## src/icache_pkg.sv

```systemverilog
package icache_pkg;

  // ============================================================
  // global widths
  // ============================================================
  localparam int ADDR_W      = 32;
  localparam int FETCH_WIDTH = 2;
  // victim choice is one bit per set, so two ways only
  localparam int WAY_NUM     = 2;

  // ============================================================
  // encodings
  // ============================================================
  typedef enum logic [1:0] {
    FIXED = 2'b00,
    INCR  = 2'b01,
    WRAP  = 2'b10
  } axi_burst_e;

  typedef enum logic [1:0] {
    IDLE,
    MISS,
    REFILL
  } refill_state_e;

  // ============================================================
  // port payloads
  // ============================================================
  // fetch side
  typedef struct packed {
    logic [ADDR_W-1:0] vaddr;
  } fetch_req_t;

  typedef struct packed {
    logic [ADDR_W-1:0]                  vaddr;
    logic [FETCH_WIDTH-1:0][31:0]       instr;
    logic [FETCH_WIDTH-1:0]             slot_valid;
    logic                               adef;
  } fetch_rsp_t;

  // axi read address channel
  typedef struct packed {
    logic [ADDR_W-1:0] addr;
    logic [7:0]        len;
    logic [2:0]        size;
    axi_burst_e        burst;
  } axi_ar_t;

  // axi read data channel
  typedef struct packed {
    logic [31:0] data;
    logic        last;
  } axi_r_t;

endpackage
```

## src/icache_lookup.sv

```systemverilog
`timescale 1ns/100ps

module icache_lookup import icache_pkg::*; #(
  parameter int SET_NUM    = 64,
  parameter int LINE_WORDS = 4
) (
  input  logic                                      clk,
  input  logic                                      rst_n,
  input  logic                                      flush_i,
  // fetch request
  input  logic                                      req_valid_i,
  input  fetch_req_t                                req_i,
  output logic                                      req_ready_o,
  // fetch response
  output logic                                      rsp_valid_o,
  output fetch_rsp_t                                rsp_o,
  input  logic                                      rsp_ready_i,
  // way storage
  output logic [$clog2(SET_NUM)-1:0]                rd_idx_o,
  input  logic [WAY_NUM-1:0][ADDR_W-$clog2(SET_NUM)-$clog2(LINE_WORDS)-3:0] tag_rd_i,
  input  logic [WAY_NUM-1:0]                        valid_rd_i,
  input  logic [WAY_NUM-1:0][LINE_WORDS-1:0][31:0]  line_rd_i,
  input  logic                                      plru_rd_i,
  output logic                                      plru_we_o,
  output logic                                      plru_wdata_o,
  // refill
  output logic                                      miss_o,
  output logic [ADDR_W-1:0]                         miss_addr_o,
  output logic                                      victim_way_o,
  input  logic                                      refill_busy_i
);

  localparam int IDX_W     = $clog2(SET_NUM);
  localparam int OFS_W     = $clog2(LINE_WORDS) + 2;
  localparam int TAG_W     = ADDR_W - IDX_W - OFS_W;
  localparam int WORD_W    = $clog2(LINE_WORDS);
  localparam int FETCH_OFS = $clog2(FETCH_WIDTH) + 2;

  logic                       s0_adef;
  logic                       s1_ready;
  logic                       s1_en;
  logic                       s1_adef;
  logic [ADDR_W-1:0]          s1_addr;
  logic [WAY_NUM-1:0]         hit_oh;
  logic                       hit;
  logic                       hit_way;
  logic                       grp_ok;
  logic                       rsp_fire;
  logic [LINE_WORDS-1:0][31:0] hit_line;
  logic [WORD_W-1:0]          word_base;

  // ============================================================
  // stage 0
  // ============================================================
  assign s0_adef     = req_i.vaddr[1:0] != 2'b00;
  assign rsp_fire    = rsp_valid_o && rsp_ready_i;
  // stage 1 must be empty or draining, and no refill in progress
  assign s1_ready    = !refill_busy_i && (!s1_en || rsp_fire);
  assign req_ready_o = s1_ready;

  // held index keeps the ram outputs on the stage 1 set
  assign rd_idx_o = s1_ready ? req_i.vaddr[OFS_W +: IDX_W] : s1_addr[OFS_W +: IDX_W];

  // ============================================================
  // stage 1
  // ============================================================
  always_ff @(posedge clk or negedge rst_n) begin
    if (!rst_n) begin
      s1_en <= 1'b0;
    end else if (flush_i) begin
      s1_en <= 1'b0;
    end else if (s1_ready) begin
      s1_en <= req_valid_i;
    end
  end

  always_ff @(posedge clk) begin
    if (s1_ready) begin
      s1_addr <= req_i.vaddr;
      s1_adef <= s0_adef;
    end
  end

  // tag match
  always_comb begin
    for (int w = 0; w < WAY_NUM; w++) begin
      hit_oh[w] = valid_rd_i[w] && (tag_rd_i[w] == s1_addr[ADDR_W-1 -: TAG_W]);
    end
  end

  assign hit     = |hit_oh;
  assign hit_way = hit_oh[1];
  assign grp_ok  = hit && !s1_adef;

  // misses go to the refill, address errors never do
  assign miss_o       = s1_en && !s1_adef && !hit && !refill_busy_i;
  assign miss_addr_o  = {s1_addr[ADDR_W-1:OFS_W], {OFS_W{1'b0}}};
  assign victim_way_o = plru_rd_i;

  // point the set at the way that was not used
  assign plru_we_o    = rsp_fire && grp_ok;
  assign plru_wdata_o = ~hit_way;

  // ============================================================
  // response
  // ============================================================
  assign rsp_valid_o = s1_en && (s1_adef || hit);
  assign hit_line    = line_rd_i[hit_way];
  // first word of the aligned fetch group
  assign word_base   = s1_addr[OFS_W-1:2] & ~WORD_W'(FETCH_WIDTH - 1);

  always_comb begin
    rsp_o.adef  = s1_adef;
    // keep the faulting address for an error
    rsp_o.vaddr = s1_adef ? s1_addr : {s1_addr[ADDR_W-1:FETCH_OFS], {FETCH_OFS{1'b0}}};
    for (int i = 0; i < FETCH_WIDTH; i++) begin
      rsp_o.slot_valid[i] = grp_ok;
      rsp_o.instr[i]      = grp_ok ? hit_line[word_base + WORD_W'(i)] : '0;
    end
  end

  // a refill never fills a way while the other holds the same tag
  assert property (@(posedge clk) disable iff (!rst_n)
    s1_en |-> !(&hit_oh));

endmodule

```

## config.mk

```make
export PLATFORM = sky130hd
export DESIGN_NAME = icache_lookup
export DESIGN_NICKNAME = d
export VERILOG_FILES = /design/src/icache_pkg.sv /design/src/icache_lookup.sv
export SDC_FILE = /design/constraint.sdc
export NUM_CORES = 1
export LEC_CHECK = 0
export BUFFER_PORTS_ARGS = -buffer_cell sky130_fd_sc_hd__clkbuf_2
export CORE_AREA = 5 5 184 186
export CTS_CLUSTER_SIZE = 30
export DETAILED_ROUTE_END_ITERATION = 10
export DIE_AREA = 0 0 189 191
export GPL_ROUTABILITY_DRIVEN = 1
export PLACE_DENSITY_LB_ADDON = 0.1
export SETUP_SLACK_MARGIN = 0.5
export SYNTH_ARGS = -nofsm -noshare
export SYNTH_HDL_FRONTEND = slang
export SYNTH_SLANG_ARGS = --single-unit
```

## constraint.sdc

```tcl
create_clock -name clk -period 5.3 [get_ports clk]
set_input_delay 1.59 -clock clk [delete_from_list [all_inputs] [get_ports clk]]
set_output_delay 1.59 -clock clk [all_outputs]
set_load 0.1 [all_outputs]
```

Word-level counts from Yosys, hierarchy flattened. Cells that the tools add are included.

Add/subtract/negate cells: 1. $mul: 0. Div/mod/pow operators: 0. Magnitude comparators: 3. Equal/unequal tests: 2. Shift-type cells: 0. Multiplexer cells: 12. Bitwise gates (word level): 1. Reduce and logical (&&, ||, !) cells: 19.

Operator list (count): $mux W128 (2); $mux W32 (5); $bmux W32 S2 (1); $eq A22 B22 Y1 (2); $logic_and A1 B1 Y1 (10); $lt A2 B3 Y1 const B (2); $mux W6 (1); $logic_not A1 Y1 (4); $reduce_bool A2 Y1 (2); $mux W3 (1); $add A2 B1 Y2 const B (1); $logic_or A1 B1 Y1 (2); $lt A1 B2 Y1 const B (1); $mux W1 (2); $reduce_or A2 Y1 (1); $not A1 Y1 (1).

Flip-flop bits (word level): 34. Latch bits: 0. RAM bits: 0. ROM bits: 0. Bits of input ports: 341. Output and inout port bits: 143. Word-level logic and storage cells: 41. Memories: 0.

Logic depth before layout (Yosys ltp).
Depth in word-level cells: 10. Mapped depth: 9. Depth with buffers taken out: 6.

Least setup slack after synthesis. Ideal clock, no wire load.

Path type: in2out. Start: input port tag_rd_i[26] (netlist name). End: output port rsp_o[10] (netlist name). Arrival: 5115 ps. Data required time: 3710 ps. Path slack: -1405 ps. Stages: 8. Buffers on the path: 2. Cells stage by stage: xnor2_1 > nand4_1 > or4_4 > nor2_2 > buf_4 > buf_6 > a211oi_1 > a211oi_1.

RTL lines: start, declared (line icache_lookup.sv:20) `input logic [WAY_NUM-1:0][ADDR_W-$clog2(SET_NUM)-$clog2(LINE_WORDS)-3:0] tag_rd_i,`; end, declared (line icache_lookup.sv:16) `output fetch_rsp_t rsp_o,`.

==> results.tsv <==
stage	metric	value	unit
floorplan	die_w	189	um
synth	ys_types	35	
status	violations	negative setup slack	
finish	ff_latch_area	1016	um^2
critical_path	cp_slowest_cell	or4_4	
pwr	p_per_area	141.9	nW/um^2
hold_path	hold_class	reg2reg	
global_route	antenna_found_initial	1	
placed_design	port_buffers	477	
sta	max_slew.worst_pin.slew	673.2	ps
placed_design	hpwlAfterDp	23350	um
cts	worstSkewPairLatency	290	ps
routing	routedWlPerCell	20.27	um
global_route	grt_pass1_wl	39170	um
status	status	complete, but fails checks	
sta	skew	9.011	ps
floorplan	die_h	191	um
synth	synth_top_area_share	20.71	%
synth	synth_area_leaders	edfxtp_1 (21%), mux2i_1 (13%), a211oi_2 (13%), a211oi_1 (12%), buf_4 (11%)	
floorplan	dieArea	36100	um^2
floorplan	row_count	66	
sta	fin_ws	-84.99	ps
finish	final_common_cell	clkbuf_2	
placed_design	dp.cells	1334	
global_route	grt_max_degree	97	
critical_path	startpoint_type	input port	
routing	ant_nets	0	
synth	syn-cell-area	4785	um^2
pwr	switching_share	44.92	%
routing	totalWireLength	27590	um
floorplan	start_util	14.89	%
synth	ys_warn_count	0	
job	maxCapViolCount	0	
cts	cts_buffer_depth	2	
critical_path	crit_required	3710	ps
placed_design	gp_congestion	0.7656	
finish	multiInputGateArea	3956	um^2
critical_path	arrival	3790	ps
floorplan	core	32120	um^2
critical_path	cp-end-kind	primary output	
synth	synth_top_area_cell	edfxtp_1	
sta	post-route-period-util	101.6	%
critical_path	crit_type	in2out	
global_route	grt-ovfl-total	0	
finish	instances_no_fill	1361	
cts	cts_root_buf	clkbuf_16	
critical_path	critPathMaxStageDelay	580	ps
synth	syn-instance-count	503	
critical_path	cp_common_cell	buf_12	
global_route	grtUsageTotal	14.44	%
pwr	combPwrFrac	52.1	%
sta	slew_headroom	54.85	%
critical_path	crit_fanout	8	
global_route	grt_pass1_vias	5967	
cts	path_clk_slew	60	ps
pwr	power_switching	0.6455	mW
finish	nNetsFinal	1293	
routing	drc	0	
finish	drive_gt1_share	70.41	%
finish	syn_to_final_growth	111.6	%
cts	cts.hold.buffers_added	0	
routing	viasPerCell	4.061	
sta	maxSlewViolCount	0	
synth	ys_seq_elements	34	
finish	final_cell_mix	clkbuf_2 (392), buf_12 (90), a211oi_4 (66)	
cts	cts_tree	yes	
finish	final.fill_count	3366	
synth	syn_avg_cell_area	9.512	um^2
pwr	leakagePower	4.316	nW
sta	rsz0062_at_grt	yes	
critical_path	cp_cell_sequence	buf_6 -> xnor2_2 -> nand4_1 -> or4_4 -> o22ai_4 -> nand2b_4 -> buf_12 -> buf_16 -> a211oi_4 -> buf_12	
cts	clock-sinks	34	
routing	routed-via-count	5527	
cts	htree_levels	2	
sta	setup_viol	52	
sta	fmax	0.1857	GHz
finish	fin_util	31.51	%
pwr	ir_worst_vdd	202.4	uV
synth	ys_seq_area_share	21.23	%
critical_path	r2r_slack	2230	ps
sta	fin_crit	5385	ps
pwr	clockPowerShare	24.0	%
routing	drtIter0Drc	131	
sta	hold_viol	0	
floorplan	pin_count	484	
routing	drtPass1Iterations	4	
pwr	seq_power_share	23.9	%
cts	cts_buffers	5	
pwr	p_int	0.7913	mW
finish	num_antenna_cells	0	
final timing paths:
check                                  start          end  depth (start not counted)
worst max-delay path            tag_rd_i[24]    rsp_o[48]                         10
worst min-delay path                   s1_en        s1_en                          3
worst max register to register   s1_addr[28]  s1_addr[11]                         11
worst min register to register         s1_en        s1_en                          3
max in group asynchronous              rst_n        s1_en                          1
min in group asynchronous              rst_n        s1_en                          1
stage by stage:
step                area [um^2]  setup WS, ps  power, mW  TNS [ps]  hold WS [ps]
detailed placement         9294        -164.8      1.078     -8185         673.9
floorplan                  5552        -157.7     0.8699     -7519         635.9
global placement           9294        -160.6      1.080     -7487         698.9
finish                    10120        -84.99      1.437     -1768         685.8
global route              10120        -153.4      1.507     -6663         786.5
CTS                        9813        -134.7      1.442     -5916         692.4
cells in the mapped netlist:
cell type and number:
a211oi_1 79, buf_4 68, nor2b_1 65, mux2i_1 64, a211oi_2 49, edfxtp_1 33, xnor2_1 23, xor2_1 21
clkbuf_1 18, nand4_1 13, buf_2 12, nor4_1 9, buf_6 7, mux2_2 6, inv_1 5, nor2_1 4
and2_1 3, nor3_1 3, a21oi_1 2, nand2b_1 2, nand3_1 2, or2_2 2, buf_1 1, clkbuf_4 1
conb_1 1, dfrtp_1 1, nand2_1 1, nor2_2 1, nor3b_1 1, nor4bb_1 1, o21ai_2 1, o22ai_2 1
o2bb2ai_1 1, o41a_1 1, or4_4 1
routing by layer:
| layer | GRT usage, % | wire length [um] | up-vias |
|---|---|---|---|
| met5 | 0 | 13 | - |
| li1 | - | - | 2676 |
| met4 | 2.494 | 351 | 2 |
| met3 | 4.218 | 2369 | 14 |
| met1 | 15.53 | 9882 | 2558 |
| met2 | 28.18 | 14970 | 277 |
state kept, by name, indices dropped and copies added, names as in the netlist:
register,count
s1_addr,32
s1_adef,1
s1_en,1
kinds of logic after synthesis:
| group | after synthesis | synth area share (%) |
|---|---|---|
| and+or+nand+nor | 108 | 13.94 |
| other | 1 | 0.07838 |
| xor gates and xnor gates | 44 | 8.054 |
| muxes | 70 | 14.80 |
| DFF | 34 | 21.23 |
| AOI/OAI and AO/OA | 134 | 26.28 |
| buffers and inverters | 112 | 15.61 |
power groups by stage:
| stage | sequential (mW) | clock [mW] | combinational [mW] |
|---|---|---|---|
| finish | 0.344 | 0.345 | 0.748 |
| global route | 0.348 | 0.367 | 0.791 |
| CTS | 0.344 | 0.357 | 0.741 |
| detailed placement | 0.349 | 0 | 0.729 |
| global placement | 0.349 | 0 | 0.730 |
| floorplan | 0.339 | 0 | 0.530 |
worst max-delay path, delay by kind of cell:
kind / cells / cell delay, ps
AO/OA/AOI/OAI: 2 / 460
AND/OR/NAND/NOR: 3 / 910
XOR/XNOR: 1 / 180
buffers and inverters: 4 / 630
area by class of cell:
cell class | instances | area share (%)
clock buffer | 6 | 1.273
multi-input combinational | 360 | 39.09
sequential | 34 | 10.04
inverter | 5 | 0.2967
clock inverter | 2 | 0.3708
tap | 408 | 5.043
timing repair buffer | 546 | 43.89
repair_timing:
action | in CTS | in global routing
setup buffers | 8 | 7
pin swaps | 16 | 46
gates cloned | 4 | 0
gates resized for setup | 32 | 52
setup endpoints to repair | 77 | 77
(Power assumes the default switching activity.)
