File: src/icache_pkg.sv
package icache_pkg;

  // ============================================================
  // global widths
  // ============================================================
  localparam int ADDR_W      = 32;
  localparam int FETCH_WIDTH = 2;
  // victim choice is one bit per set, so two ways only
  localparam int WAY_NUM     = 2;

  // ============================================================
  // encodings
  // ============================================================
  typedef enum logic [1:0] {
    FIXED = 2'b00,
    INCR  = 2'b01,
    WRAP  = 2'b10
  } axi_burst_e;

  typedef enum logic [1:0] {
    IDLE,
    MISS,
    REFILL
  } refill_state_e;

  // ============================================================
  // port payloads
  // ============================================================
  // fetch side
  typedef struct packed {
    logic [ADDR_W-1:0] vaddr;
  } fetch_req_t;

  typedef struct packed {
    logic [ADDR_W-1:0]                  vaddr;
    logic [FETCH_WIDTH-1:0][31:0]       instr;
    logic [FETCH_WIDTH-1:0]             slot_valid;
    logic                               adef;
  } fetch_rsp_t;

  // axi read address channel
  typedef struct packed {
    logic [ADDR_W-1:0] addr;
    logic [7:0]        len;
    logic [2:0]        size;
    axi_burst_e        burst;
  } axi_ar_t;

  // axi read data channel
  typedef struct packed {
    logic [31:0] data;
    logic        last;
  } axi_r_t;

endpackage
File: src/icache_refill.sv
`timescale 1ns/100ps

module icache_refill import icache_pkg::*; #(
  parameter int SET_NUM    = 64,
  parameter int LINE_WORDS = 4
) (
  input  logic                           clk,
  input  logic                           rst_n,
  input  logic                           flush_i,
  // from lookup
  input  logic                           miss_i,
  input  logic [ADDR_W-1:0]              miss_addr_i,
  input  logic                           victim_way_i,
  output logic                           refill_busy_o,
  // axi read channels
  output logic                           ar_valid_o,
  output axi_ar_t                        ar_o,
  input  logic                           ar_ready_i,
  input  logic                           r_valid_i,
  input  axi_r_t                         r_i,
  output logic                           r_ready_o,
  // line write to the ways
  output logic                           way_we_o,
  output logic                           way_sel_o,
  output logic [$clog2(SET_NUM)-1:0]     way_idx_o,
  output logic [ADDR_W-$clog2(SET_NUM)-$clog2(LINE_WORDS)-3:0] way_tag_o,
  output logic [LINE_WORDS-1:0][31:0]    line_o
);

  localparam int IDX_W = $clog2(SET_NUM);
  localparam int OFS_W = $clog2(LINE_WORDS) + 2;
  localparam int TAG_W = ADDR_W - IDX_W - OFS_W;
  localparam int CNT_W = $clog2(LINE_WORDS);

  refill_state_e               state_q;
  logic [ADDR_W-1:0]           line_addr_q;
  logic                        victim_q;
  logic                        flushed_q;
  logic [CNT_W-1:0]            beat_cnt_q;
  logic [LINE_WORDS-2:0][31:0] beat_buf_q;
  logic                        beat_fire;
  logic                        last_beat;

  assign beat_fire = (state_q == REFILL) && r_valid_i;
  assign last_beat = beat_fire && (beat_cnt_q == CNT_W'(LINE_WORDS - 1));

  // ============================================================
  // control
  // ============================================================
  always_ff @(posedge clk or negedge rst_n) begin
    if (!rst_n) begin
      state_q    <= IDLE;
      beat_cnt_q <= '0;
      flushed_q  <= 1'b0;
    end else begin
      case (state_q)
        IDLE: begin
          if (miss_i && !flush_i) begin
            state_q <= MISS;
          end
        end
        MISS: begin
          if (ar_ready_i) begin
            state_q <= REFILL;
          end
        end
        REFILL: begin
          if (last_beat) begin
            state_q <= IDLE;
          end
        end
        default: state_q <= IDLE;
      endcase

      if (beat_fire) begin
        beat_cnt_q <= last_beat ? '0 : beat_cnt_q + 1'b1;
      end

      // burst still runs to the end, only the write is dropped
      if (state_q == IDLE) begin
        flushed_q <= 1'b0;
      end else if (flush_i) begin
        flushed_q <= 1'b1;
      end
    end
  end

  // ============================================================
  // payload
  // ============================================================
  always_ff @(posedge clk) begin
    if (state_q == IDLE && miss_i) begin
      line_addr_q <= miss_addr_i;
      victim_q    <= victim_way_i;
    end
    if (beat_fire && !last_beat) begin
      beat_buf_q[beat_cnt_q] <= r_i.data;
    end
  end

  assign refill_busy_o = state_q != IDLE;

  // one line as an incrementing burst of words
  assign ar_valid_o    = state_q == MISS;
  assign ar_o.addr     = line_addr_q;
  assign ar_o.len      = 8'(LINE_WORDS - 1);
  assign ar_o.size     = 3'b010;
  assign ar_o.burst    = INCR;
  assign r_ready_o     = state_q == REFILL;

  // write in the last beat cycle, final word straight from the bus
  assign way_we_o  = last_beat && !flushed_q && !flush_i;
  assign way_sel_o = victim_q;
  assign way_idx_o = line_addr_q[OFS_W +: IDX_W];
  assign way_tag_o = line_addr_q[ADDR_W-1 -: TAG_W];
  assign line_o    = {r_i.data, beat_buf_q};

  // address channel holds until accepted
  assert property (@(posedge clk) disable iff (!rst_n)
    ar_valid_o && !ar_ready_i |=> ar_valid_o && $stable(ar_o));

  // slave burst length agrees with our beat count
  assert property (@(posedge clk) disable iff (!rst_n)
    beat_fire |-> (r_i.last == (beat_cnt_q == CNT_W'(LINE_WORDS - 1))));

endmodule

File: config.mk
export PLATFORM = sky130hd
export DESIGN_NAME = icache_refill
export DESIGN_NICKNAME = d
export VERILOG_FILES = /design/src/icache_pkg.sv /design/src/icache_refill.sv
export SDC_FILE = /design/constraint.sdc
export NUM_CORES = 1
export LEC_CHECK = 0
export ABC_AREA = 1
export ABC_CLOCK_PERIOD_IN_PS = 5100
export BUFFER_PORTS_ARGS = -buffer_cell sky130_fd_sc_hd__buf_2
export CAP_MARGIN = 20
export CORE_AREA = 3 3 130 95
export DETAILED_ROUTE_END_ITERATION = 7
export DIE_AREA = 0 0 133 98
export GPL_TIMING_DRIVEN = 0
export PLACE_DENSITY = 0.86
export SLEW_MARGIN = 25
export SYNTH_ARGS = -nofsm -noshare
export SYNTH_HDL_FRONTEND = slang
export SYNTH_SLANG_ARGS = --single-unit
File: constraint.sdc
create_clock -name clk -period 5.1 [get_ports clk]
set_clock_uncertainty 0.2 [all_clocks]
set_input_delay 0.51 -clock clk [delete_from_list [all_inputs] [get_ports clk]]
set_output_delay 0.51 -clock clk [all_outputs]
set_load 0.02 [all_outputs]
## Word-level counts from Yosys, hierarchy flattened

Cells that the tools add are included.

- $lt $le $gt $ge: 2
- Muxes and demuxes: 10
- Reductions and logical operators: 15
- Eq/ne operators: 6
- Add/sub/neg operators: 1

Operators by type and width:

| operator | count |
|---|---|
| bitwise mux 96 bit | 1 |
| demux 32 bit (select 2 bit) | 1 |
| 2-to-1 mux 32 bit | 1 |
| logical AND 1 bit | 8 |
| 2-to-1 mux 2 bit | 4 |
| case mux 2 bit (3 select lines) | 1 |
| == test 2 bit, second input constant | 2 |
| inequality test 2 x 1 -> 1 bit, second input constant | 2 |
| nonzero test 2 bit | 2 |
| zero test 1 bit | 3 |
| less-than comparator 2 x 3 -> 1 bit, second input constant | 1 |
| AND reduction 3 bit | 1 |
| adder 2 x 1 -> 2 bit, second input constant | 1 |
| == test 2 x 1 -> 1 bit, second input constant | 1 |
| greater-or-equal comparator 2 x 1 -> 1 bit, second input constant | 1 |
| zero test 2 bit | 1 |
| 2-to-1 mux 1 bit | 2 |
| inequality test 2 bit, second input constant | 1 |

- Logic and storage cells: 42
- Input bits: 72
- Output and inout bits: 206
- Register bits after elaboration: 134

## Depth between registers and ports, before layout

- Word-level depth: 5
- Depth in mapped cells: 4

## Worst setup path before layout

Ideal clock, no wire load.

- Kind: reg-to-reg
- Start: reg beat_cnt_q[0]
- End: reg beat_buf_q (netlist bit line_o[0]), enable pin
- Data required time: 4432 ps
- Clock period less this slack: 3712 ps
- Setup slack: 1388 ps
- Arrival: 3045 ps
- Cell stages (with the launch flop): 3
- Cells stage by stage: dfrtp_1 ha_1 nor3b_1

- Word-level cells in the longest chain between the ends: 4

Ends and longest elaborated chain:

| element | RTL line | RTL |
|---|---|---|
| from (decl) | icache_refill.sv:39 | `logic [CNT_W-1:0] beat_cnt_q;` |
| from (signal assigned) | icache_refill.sv:76 | `beat_cnt_q <= last_beat ? '0 : beat_cnt_q + 1'b1;` |
| == test 2 bit | icache_refill.sv:45 | `assign last_beat = beat_fire && (beat_cnt_q == CNT_W'(LINE_WORDS - 1));` |
| logical AND 1 bit | icache_refill.sv:45 |  |
| zero test 1 bit | icache_refill.sv:96 | `if (beat_fire && !last_beat) begin` |
| logical AND 1 bit | icache_refill.sv:96 |  |
| to (signal, indexed assignment) | icache_refill.sv:97 | `beat_buf_q[beat_cnt_q] <= r_i.data;` |
| to (decl) | icache_refill.sv:40 | `logic [LINE_WORDS-2:0][31:0] beat_buf_q;` |

No other way between the ends.
A chain may end at the register's enable or synchronous reset.

## Worst setup path in the final report

- Start: reg beat_cnt_q[0]
- End: reg beat_buf_q (netlist bit line_o[11]), enable pin

Same word-level chain as after synthesis.

==> impl_results.md <==
- Height of the die: 98 µm
- Clock H-tree levels: 4
- Most common cell in the netlist: edfxtp_1
- CTS tree: done
- First-pass GRT wire length: 18,080 µm
- Largest stage delay on the critical path: 490 ps
- Vias: 3,107
- Die Width: 133 µm
- Number of port buffers: 263
- Layout Utilization: 0.6435
- Placer Congestion: 0.7789
- Most used cell, CP: buf_4
- Layout net count: 629
- # setup viols final: 0
- Clk pwr share: 0.374
- Hold wc startpoint: miss_addr_i[25]
- Outcome: complete, no violations
- CP max FO: 9
- Max Cap Viol: 0
- Period utilization: 0.4995
- Mean number of vias per cell: 4.321
- Total gr overflow: 0
- Layout cell share with drive strength beyond 1: 0.6890
- Post-synth cell types: 19
- Worst VDD drop: 0.2955 mV
- Largest area contributor in the netlist: edfxtp_1
- 1st-iter DRT viols: 126
- Final std cells w/o fill: 719
- Routed len/inst: 16.54 µm
- Ys async rst share: 0.03731
- Vias in the first global route: 3,391
- Min Tclk post-route: 2547 ps
- CP Data Required Time: 5000 ps
- Kind of end point of the critical path: flip-flop
- Sequential cell fraction of total power: 0.421
- Main synth FF type: edfxtp_1
- # resized after CTS: 0
- Power Internal: 0.002395 W
- Yosys reg bits: 134
- WS Path Type: flip-flop to flip-flop
- Final wirelength: 11,890 µm
- Top cell type's share of synthesized area: 0.8109
- Post-route antenna net violation count: 0
- Dpl hpwl: 9384 µm
- Largest net degree at the start of global routing: 29
- Ys Warns: 0
- RSZ-0062 raised after global routing: no
- Post-route cell area: 0.007086 mm²
- CTS buffer count: 17
- Hold Fails Final Rpt: 0
- Max Slew Vio Count: 0
- Synthesized netlist cell count: 246
- Max Fclk: 0.3925 GHz
- Switching Share: 0.2894
- Clock slew at reported path FFs: 60 ps
- I/O pin cnt: 278
- Cell area after placement: 0.006459 mm²
- FP Rows: 32
- Worst setup SP type: flip-flop
- CTS Sinks: 134
- Global Route Usage Sum: 0.1808
- Clock Path Buffers: 2
- Layout overhead on the synthesized area: 48.32%
- Hold crit path type: input pin to flip-flop
- DR pass1 iterations: 4
- Syn Std Cell Area: 0.004777 mm²
- Placed Cells: 686
- Final setup TNS: 0 ps
- Fill cells: 812
- Total Power: 0.003371 W
- Clk_lat worst skew: 390 ps
- CTS Hold Bufs: 1
- Worst-margin pin slew: 525.2 ps
- Post CTS Setup Buffer Count: 0
- RR Startpoint: beat_cnt_q[0]
- Pwr Density: 475.7 mW/mm²
- DRC viols: 0
- Core area: 0.01101 mm²
- N_diodes: 0
- Critical path arrival: 2450 ps
- Gate power share: 0.205
- Sequential-to-total area share from yosys stat: 0.8371
- Initial core utilization: 0.4339
- Post-synth EDFFs: 129
- Switching pwr: 0.0009756 W
- CP max stage cell: nor3b_2
- CTS Root Cell: clkbuf_16
- Crit-path cells: ha_1, nor3b_2, buf_4, buf_4, buf_4, buf_4
- Mean Syn Cell Area: 19.42 µm²
- Die area: 0.01303 mm²
- Lkg Pwr: 3.178 nW
- Synth area leaders: edfxtp_1 (81%), buf_4 (11%), dfrtp_1 (2.6%)
- Setup crit start: beat_cnt_q[0]
- Antenna violations before repair: 0
- Relative slew slack: 0.6483
- Most frequent cells after synthesis: edfxtp_1 (129), buf_4 (73), inv_1 (9)
==> cell type report <==
| cell class | count | area, µm² | area share |
|---|---|---|---|
| plain buffers | 73 | 548.0 | 0.07734 |
| clock buffers | 17 | 425.4 | 0.06004 |
| well taps | 153 | 191.4 | 0.02702 |
| repair buffers | 277 | 1436 | 0.2027 |
| inverters | 11 | 41.29 | 0.005827 |
| multi-input cells | 39 | 252.7 | 0.03567 |
| clock inverters | 15 | 191.4 | 0.02702 |
| flip-flops and latches | 134 | 3999 | 0.5644 |
==> power by group through the flow <==
stage / clock, W / sequential (W) / combinational (W)
CTS: 0.00128 / 0.00142 / 0.000700
finish: 0.00126 / 0.00142 / 0.000693
detailed placement: 0 / 0.00144 / 0.000696
global placement: 0 / 0.00145 / 0.000640
global route: 0.00133 / 0.00143 / 0.000739
floorplan: 0 / 0.00158 / 0.000283
==> final timing paths <==
check | end | slack, ps | cells after the start
min in group asynchronous | state_q[1] | 270 | 2
worst max register to register | line_o[11] | 2550 | 6
worst min-delay path | line_addr_q[25] | 90 | 1
worst min register to register | flushed_q | 320 | 2
max in group asynchronous | beat_cnt_q[0] | 4290 | 2
worst max-delay path | line_o[11] | 2550 | 6
==> cell families (layout without fill, tap and decap cells) <==
| logic type | count (synthesis) | in the layout | share of synthesized area |
|---|---|---|---|
| AO/OA/AOI/OAI | 3 | 3 | 0.003927 |
| other | 2 | 13 | 0.001572 |
| AND/OR/NAND/NOR | 19 | 19 | 0.02358 |
| buffers and inverters | 84 | 393 | 0.1234 |
| adder cells (fa/ha/maj) | 4 | 4 | 0.01048 |
| flip-flops | 134 | 134 | 0.8371 |
==> critical path: cells and delay by family, from the launching register on <==
| kind | cells | cell delay, ps |
|---|---|---|
| flip-flops | 1 | 420 |
| AND/OR/NAND/NOR | 1 | 490 |
| buffers and inverters | 4 | 860 |
| adder cells (fa/ha/maj) | 1 | 280 |
==> placed cells by master (no fill, tap or decap) <==
| cell | n |
|---|---|
| dfrtp_1 | 5 |
| bufinv_16 | 3 |
| buf_4 | 85 |
| clkbuf_16 | 17 |
| clkinvlp_4 | 1 |
| inv_2 | 2 |
| edfxtp_1 | 129 |
| buf_12 | 1 |
| nor2_2 | 1 |
| clkinv_4 | 3 |
| inv_6 | 6 |
| ha_1 | 4 |
| buf_2 | 263 |
| inv_1 | 9 |
| o21ai_2 | 1 |
| dlygate4sd3_1 | 1 |
| nor2_1 | 1 |
| nand3_4 | 1 |
| nor3_1 | 1 |
| nand4_1 | 1 |
| nor3b_2 | 3 |
| a21oi_1 | 1 |
| clkinv_1 | 1 |
| nand3_1 | 2 |
| conb_1 | 13 |
| inv_8 | 1 |
| nand2_1 | 7 |
| o21ai_1 | 1 |
| nor2_4 | 2 |
==> metal layers <==
layer  vias up  track usage  part of all wire
met5         -            0                 0
met1      1534       0.1837              0.35
met3         9      0.07827             0.090
met2       148       0.3358              0.55
met4         0      0.05431            0.0065
li1       1416            -                 -
==> state kept, by name, indices dropped and copies added (netlist names) <==
signal,flops
line_o,96
way_sel_o,1
line_addr_q,32
beat_cnt_q,2
flushed_q,1
state_q,2
==> through the flow <==
| step | hold WS, ps | setup WS (ps) |
|---|---|---|
| after global routing | 61.36 | 2423 |
| final | 87.51 | 2553 |
| after detailed placement | 136.3 | 2430 |
| after floorplan | 14.41 | 1388 |
| after global placement | 128.9 | -400.1 |
| after CTS | 64.40 | 2512 |
No activity file was read; power rests on OpenSTA's default activity.
